File: src/alu_pkg.sv
package alu_pkg;

   // ALU operation codes, code 14 is left unused
   typedef enum logic [4:0] {
      op_add = 5'd0,
      op_adc = 5'd1,
      op_sub = 5'd2,
      op_sbb = 5'd3,
      op_inc = 5'd4,
      op_dec = 5'd5,
      op_and = 5'd6,
      op_or  = 5'd7,
      op_xor = 5'd8,
      op_shl = 5'd9,
      op_shr = 5'd10,
      op_rol = 5'd11,
      op_ror = 5'd12,
      op_mul = 5'd13,
      op_cmp = 5'd15,
      op_sha = 5'd16,
      op_stc = 5'd17,
      op_clc = 5'd18,
      op_muh = 5'd19
   } alu_op_e;

   // status word, carry in the msb
   typedef struct packed {
      logic c;
      logic v;
      logic z;
      logic s;
   } alu_flags_t;

endpackage

File: src/alu_if.sv
`timescale 1ns/100ps

interface alu_if #(
   parameter int width = 8
);
   import alu_pkg::*;

   alu_op_e          op;
   logic [width-1:0] a;
   logic [width-1:0] b;
   alu_flags_t       flags_in;
   logic [width-1:0] res;
   alu_flags_t       flags_out;

   modport exec (
      output op,
      output a,
      output b,
      output flags_in,
      input  res,
      input  flags_out
   );

   modport alu (
      input  op,
      input  a,
      input  b,
      input  flags_in,
      output res,
      output flags_out
   );

endinterface

File: src/adder.sv
`timescale 1ns/100ps

module adder #(
   parameter int width = 8
) (
   input  logic             ci,
   input  logic [width-1:0] ai,
   input  logic [width-1:0] bi,
   output logic [width-1:0] res,
   output logic             co,
   output logic             vo
);

   logic [width:0] sum;

   // one extra bit catches the carry out
   assign sum = {1'b0, ai} + {1'b0, bi} + {{width{1'b0}}, ci};
   assign res = sum[width-1:0];
   assign co  = sum[width];

   // operands agree in sign but the result does not
   assign vo = (ai[width-1] == bi[width-1]) && (res[width-1] != ai[width-1]);

endmodule

File: src/alu.sv
`timescale 1ns/100ps

module alu #(
   parameter int width = 8
) (
   alu_if.alu bus
);
   import alu_pkg::*;

   logic                 cin;
   logic [width-1:0]     op2;
   logic [width-1:0]     ares;
   logic                 aco;
   logic                 avo;
   logic [2*width-1:0]   mres;
   logic [width-1:0]     res_sel;
   logic                 shift_co;
   logic                 is_arith;
   logic                 is_mult;
   logic                 is_logic;
   logic                 is_shift;
   logic                 is_carry;

   // carry-in for the adder
   always_comb begin
      case (bus.op)
         op_add, op_dec: cin = 1'b0;
         op_sub, op_cmp, op_inc: cin = 1'b1;
         default: cin = bus.flags_in.c;
      endcase
   end

   // second adder operand
   always_comb begin
      case (bus.op)
         op_sub, op_sbb, op_cmp: op2 = ~bus.b;
         op_inc: op2 = '0;
         op_dec: op2 = '1;
         default: op2 = bus.b;
      endcase
   end

   adder #(.width(width)) adder_i (
      .ci  (cin),
      .ai  (bus.a),
      .bi  (op2),
      .res (ares),
      .co  (aco),
      .vo  (avo)
   );

   // full double-width product
   assign mres = {{width{1'b0}}, bus.a} * {{width{1'b0}}, bus.b};

   // operation classes
   assign is_arith = bus.op inside {op_add, op_adc, op_sub, op_sbb, op_inc, op_dec, op_cmp};
   assign is_mult  = bus.op inside {op_mul, op_muh};
   assign is_logic = bus.op inside {op_and, op_or, op_xor};
   assign is_shift = bus.op inside {op_shl, op_shr, op_sha, op_rol, op_ror};
   assign is_carry = bus.op inside {op_stc, op_clc};

   always_comb begin
      case (bus.op)
         op_add, op_adc, op_sub, op_sbb,
         op_inc, op_dec, op_cmp: res_sel = ares;
         op_and: res_sel = bus.a & bus.b;
         op_or:  res_sel = bus.a | bus.b;
         op_xor: res_sel = bus.a ^ bus.b;
         op_shl: res_sel = {bus.a[width-2:0], 1'b0};
         op_shr: res_sel = {1'b0, bus.a[width-1:1]};
         op_sha: res_sel = {bus.a[width-1], bus.a[width-1:1]};
         op_rol: res_sel = {bus.a[width-2:0], bus.flags_in.c};
         op_ror: res_sel = {bus.flags_in.c, bus.a[width-1:1]};
         op_mul: res_sel = mres[width-1:0];
         op_muh: res_sel = mres[2*width-1:width];
         // stc, clc pass a through
         default: res_sel = bus.a;
      endcase
   end

   assign bus.res = res_sel;

   // left moves shift out the msb, right moves the lsb
   assign shift_co = (bus.op inside {op_shl, op_rol}) ? bus.a[width-1] : bus.a[0];

   always_comb begin
      bus.flags_out = bus.flags_in;
      if (is_arith) begin
         bus.flags_out.c = aco;
         bus.flags_out.v = avo;
         bus.flags_out.z = ~|res_sel;
         bus.flags_out.s = res_sel[width-1];
      end else if (is_mult) begin
         bus.flags_out.z = ~|res_sel;
         bus.flags_out.s = res_sel[width-1];
      end else if (is_logic) begin
         bus.flags_out.z = ~|res_sel;
      end else if (is_shift) begin
         bus.flags_out.c = shift_co;
         bus.flags_out.z = ~|res_sel;
      end else if (is_carry) begin
         bus.flags_out.c = (bus.op == op_stc);
      end
   end

endmodule

File: src/reg_file.sv
`timescale 1ns/100ps

module reg_file #(
   parameter int width = 8,
   parameter int nregs = 8,
   localparam int aw = $clog2(nregs)
) (
   input  logic             clk,
   input  logic             rst,
   input  logic [aw-1:0]    ra_addr,
   input  logic [aw-1:0]    rb_addr,
   output logic [width-1:0] ra_data,
   output logic [width-1:0] rb_data,
   input  logic             we,
   input  logic [aw-1:0]    wa,
   input  logic [width-1:0] wd
);

   logic [width-1:0] regs [nregs];

   // two independent read ports
   assign ra_data = regs[ra_addr];
   assign rb_data = regs[rb_addr];

   always_ff @(posedge clk) begin
      if (rst) begin
         for (int i = 0; i < nregs; i++) begin
            regs[i] <= '0;
         end
      end else if (we) begin
         regs[wa] <= wd;
      end
   end

endmodule

File: src/exec_stage.sv
`timescale 1ns/100ps

module exec_stage #(
   parameter int width = 8,
   parameter int nregs = 8,
   localparam int aw = $clog2(nregs)
) (
   input  logic                clk,
   input  logic                rst,
   input  logic                issue,
   input  alu_pkg::alu_op_e    op,
   input  logic [aw-1:0]       rd,
   input  logic [aw-1:0]       ra,
   input  logic [aw-1:0]       rb,
   input  logic                load,
   input  logic [aw-1:0]       load_addr,
   input  logic [width-1:0]    load_data,
   output logic [aw-1:0]       ra_addr,
   output logic [aw-1:0]       rb_addr,
   input  logic [width-1:0]    ra_data,
   input  logic [width-1:0]    rb_data,
   output logic                we,
   output logic [aw-1:0]       wa,
   output logic [width-1:0]    wd,
   alu_if.exec                 bus,
   output logic                res_valid,
   output logic [width-1:0]    res,
   output alu_pkg::alu_flags_t flags
);
   import alu_pkg::*;

   logic writes_rd;

   assign ra_addr = ra;
   assign rb_addr = rb;

   assign bus.op       = op;
   assign bus.a        = ra_data;
   assign bus.b        = rb_data;
   assign bus.flags_in = flags;

   // compare and carry ops only touch the status
   assign writes_rd = !(op inside {op_cmp, op_stc, op_clc});

   // issue owns the write port, a colliding load is lost
   assign we = issue ? writes_rd : load;
   assign wa = issue ? rd : load_addr;
   assign wd = issue ? bus.res : load_data;

   always_ff @(posedge clk) begin
      if (rst) begin
         res_valid <= 1'b0;
         res       <= '0;
         flags     <= '0;
      end else begin
         res_valid <= issue;
         if (issue) begin
            res   <= bus.res;
            flags <= bus.flags_out;
         end
      end
   end

endmodule

File: src/exec_top.sv
`timescale 1ns/100ps

module exec_top #(
   parameter int width = 8,
   parameter int nregs = 8,
   localparam int aw = $clog2(nregs)
) (
   input  logic                clk,
   input  logic                rst,
   input  logic                issue,
   input  alu_pkg::alu_op_e    op,
   input  logic [aw-1:0]       rd,
   input  logic [aw-1:0]       ra,
   input  logic [aw-1:0]       rb,
   input  logic                load,
   input  logic [aw-1:0]       load_addr,
   input  logic [width-1:0]    load_data,
   output logic                res_valid,
   output logic [width-1:0]    res,
   output alu_pkg::alu_flags_t flags
);

   logic [aw-1:0]    ra_addr;
   logic [aw-1:0]    rb_addr;
   logic [width-1:0] ra_data;
   logic [width-1:0] rb_data;
   logic             we;
   logic [aw-1:0]    wa;
   logic [width-1:0] wd;

   alu_if #(.width(width)) alu_bus ();

   reg_file #(.width(width), .nregs(nregs)) reg_file_i (
      .clk     (clk),
      .rst     (rst),
      .ra_addr (ra_addr),
      .rb_addr (rb_addr),
      .ra_data (ra_data),
      .rb_data (rb_data),
      .we      (we),
      .wa      (wa),
      .wd      (wd)
   );

   exec_stage #(.width(width), .nregs(nregs)) exec_stage_i (
      .clk       (clk),
      .rst       (rst),
      .issue     (issue),
      .op        (op),
      .rd        (rd),
      .ra        (ra),
      .rb        (rb),
      .load      (load),
      .load_addr (load_addr),
      .load_data (load_data),
      .ra_addr   (ra_addr),
      .rb_addr   (rb_addr),
      .ra_data   (ra_data),
      .rb_data   (rb_data),
      .we        (we),
      .wa        (wa),
      .wd        (wd),
      .bus       (alu_bus),
      .res_valid (res_valid),
      .res       (res),
      .flags     (flags)
   );

   alu #(.width(width)) alu_i (
      .bus (alu_bus)
   );

endmodule

File: config.mk
export PLATFORM = sky130hd
export DESIGN_NAME = exec_top
export DESIGN_NICKNAME = d
export VERILOG_FILES = /design/src/alu_pkg.sv /design/src/alu_if.sv /design/src/adder.sv /design/src/alu.sv /design/src/reg_file.sv /design/src/exec_stage.sv /design/src/exec_top.sv
export SDC_FILE = /design/constraint.sdc
export NUM_CORES = 1
export LEC_CHECK = 0
export BUFFER_PORTS_ARGS = -buffer_cell sky130_fd_sc_hd__buf_2
export CAP_MARGIN = 20
export CORE_ASPECT_RATIO = 1.1
export CORE_MARGIN = 2
export CORE_UTILIZATION = 60
export CTS_CLUSTER_SIZE = 20
export DETAILED_ROUTE_END_ITERATION = 12
export PLACE_DENSITY = 0.91
export SYNTH_ARGS = -nofsm -noshare
export SYNTH_HDL_FRONTEND = slang
export SYNTH_SLANG_ARGS = --single-unit
export TNS_END_PERCENT = 20
File: constraint.sdc
create_clock -name clk -period 9.3 [get_ports clk]
set_input_delay 1.86 -clock clk [delete_from_list [all_inputs] [get_ports clk]]
set_output_delay 1.86 -clock clk [all_outputs]
set_load 0.01 [all_outputs]
==> reports/summary.txt <==
status - completed
Slowest cell on crit path - or4b_1
die height - 122 um
CP max FO - 16
CP arrival - 8.44 ns
via count - 6503
WL/cell - 22.4 um
Rows - 42
Power Density - 161 nW/um^2
Final ANT Viol Nets - 0
worst-case clock skew - 0.0113 ns
required time worst endpoint - 9.37 ns
H-tree Lvls - 3
Slew Viols, Final - 0
share of post-route cells with drive strength above 1 - 0.156
crit-path max cell delay - 0.60 ns
endpoint class of the critical path - register
Min-Delay Path Class - register to register
register bit total from synthesis - 77
Final setup violation count - 0
DIE AREA - 13500 sq um
Setup Buffers After CTS - 0
Worst R2R Setup Slack - 2.54 ns
Clock Path Buffers - 2
Worst Setup Slack, final - 0.921 ns
Yosys cell types - 69
Mean Syn Cell Area - 9.68 sq um
Gate Count Post-Synth - 779
Root Driver - clkbuf_16
latest clock arrival within the worst-skew pair - 0.34 ns
worst-margin pin slew - 0.859 ns
maxcap violations - 0
CTS Hold Bufs - 0
Synth Warn # - 0
static leakage - 3.60 nW
Slew HR - 0.411
Initial DRT Pass Iterations - 8
Max Freq - 0.119 GHz
Final period util - 0.901
Sequential Power Share - 0.307
area grow syn2layout - 8.80%
largest net degree at the start of global routing - 35
Synth Flop Type - edfxtp_1
NumNets Final - 937
initial antenna violation count - 0
Tot Pwr - 1.32 mW
total wire length - 21700 um
Core Util, Final - 0.676
Sw Share - 0.375
RSZ-0062 raised after global routing - false
CP Class - input pin to register
Final Hold Fails - 0
Syn Nets - 905
Post-synth EDFFs - 64
core area - 12100 sq um
Clock Sinks - 77
Post-Synthesis Cell Area - 7540 sq um
vias per cell - 6.70
dpl ws - 0.692 ns
Post-DP HPWL - 16300 um
worst path cell trace - buf_2 -> mux4_2 -> mux2i_2 -> inv_1 -> nand2_1 -> fa_1 -> fa_1 -> inv_1 -> fa_1 -> inv_1 -> fa_1 -> inv_1 -> ha_1 -> o21ai_1 -> or2_1 -> a21boi_0 -> nor3_1 -> or4b_1 -> and3_1 -> a21oi_1 -> nor2_1
Clock power frac - 0.264
Int Pwr - 0.828 mW
startpoint types - input pin
Port Buffers - 41
grt ovf - 0
Net Switching - 0.497 mW
TNS Setup - 0 ns
power share of the combinational group - 0.429
vias in the first global route - 6731
Starting Density - 0.621
# diodes - 0
VDD IR max - 0.169 mV
io pins - 42
Die W - 111 um
min cycle time layout - 8.38 ns
CTS tree - yes
GPL Wtd Cong - 0.993
DRC - 0
Clock Pin Slew Worst Setup and Hold Paths - 0.06 ns
number of buffers created by CTS - 9
first-pass GRT wire length - 35200 um
cells resized by post-CTS repair - 0
1st-iter DRT viols - 526
Seq/Total Area, Yosys - 0.289
asr flop ratio synth - 0
global-route usage over all layers - 0.338
[registers in the layout, summed over array words and instances (netlist names)]
register and count:
reg_file_i.regs 64, exec_stage_i.bus.flags_in 4, exec_stage_i.res 8, exec_stage_i.res_valid 1
[power groups by stage]
stage | clock (mW) | combinational, mW | sequential, mW
final | 0.350 | 0.568 | 0.407
after global routing | 0.360 | 0.632 | 0.408
after CTS | 0.346 | 0.556 | 0.406
after detailed placement | 0 | 0.552 | 0.412
after global placement | 0 | 0.535 | 0.410
after floorplan | 0 | 0.404 | 0.409
[metrics by stage]
| step | cells | area (sq um) | hold slack, ns |
|---|---|---|---|
| 6_report | 970 | 8200 | 0.505 |
| 4_1_cts | 969 | 8200 | 0.503 |
| 5_1_grt | 970 | 8200 | 0.547 |
| 3_3_place_gp | 953 | 7900 | 0.472 |
| 2_1_floorplan | 779 | 7540 | 0.505 |
| 3_5_place_dp | 953 | 7900 | 0.488 |
[path summary, 6_finish.rpt]
path | startpoint | end | cells past startpoint
min reg2reg | exec_stage_i.res[4] | exec_stage_i.res[4] | 2
min | exec_stage_i.res[4] | exec_stage_i.res[4] | 2
max reg2reg | reg_file_i.regs[7][3] | reg_file_i.regs[4][1] | 19
max | ra[1] | reg_file_i.regs[4][1] | 21
[cells in the mapped netlist, types with 9 or more instances]
cell,n,area (sq um)
o21ai_0,14,70.1
dfxtp_1,13,260
mux2i_1,24,240
nand2_1,56,210
nand3_1,12,60.1
a211oi_1,11,82.6
edfxtp_1,64,1920
a21o_1,9,67.6
fa_1,38,761
nand2b_1,14,87.6
ha_1,59,738
mux4_2,32,721
nor2_1,150,563
inv_1,71,267
a21oi_1,29,145
o31ai_1,10,75.1
xnor2_1,9,78.8
clkbuf_1,25,93.8
[critical path, delay by kind of cell]
| kind | cells | cell delay [ns] |
|---|---|---|
| adder cells (fa/ha/maj) | 5 | 2.26 |
| buffers and inverters | 5 | 0.87 |
| multiplexers | 2 | 1.15 |
| AO/OA/AOI/OAI | 3 | 0.83 |
| AND/OR/NAND/NOR | 6 | 1.47 |
[per-layer routing]
layer	global-route usage	vias to the layer above	wire, um
met4	0.190	0	1170
met2	0.600	448	10900
met3	0.0498	106	2040
met1	0.396	3081	7550
met5	0	-	0
li1	-	2868	-
[cell type report]
type	count	area (sq um)
Sequential cell	77	2180
Clock inverter	4	48.8
Multi-Input combinational cell	587	4890
Timing Repair Buffer	63	368
Fill cell	890	3940
Tap cell	154	193
Clock buffer	12	246
Inverter	73	274
[placed cells by master, fill, tap and decap left out, types with 11 or more instances in the layout]
cell | synthesis | layout
mux2i_1 | 24 | 24
o21ai_0 | 14 | 14
mux4_2 | 32 | 32
buf_4 | 1 | 21
fa_1 | 38 | 38
inv_1 | 71 | 71
a211oi_1 | 11 | 11
nand2_1 | 56 | 56
ha_1 | 59 | 59
buf_2 | 7 | 42
dfxtp_1 | 13 | 13
a21oi_1 | 29 | 29
nand2b_1 | 14 | 14
nor2_1 | 150 | 150
nand3_1 | 12 | 12
edfxtp_1 | 64 | 64
[cell families after synthesis]
group	Yosys count	synth area share
AND/OR/NAND/NOR	270	0.158
AO/OA/AOI/OAI	146	0.139
buffers and inverters	115	0.0619
adder cells (fa/ha/maj)	97	0.199
flip-flops	77	0.289
multiplexers	60	0.137
XOR/XNOR	14	0.0163
Power figures use the tool's default switching activity.
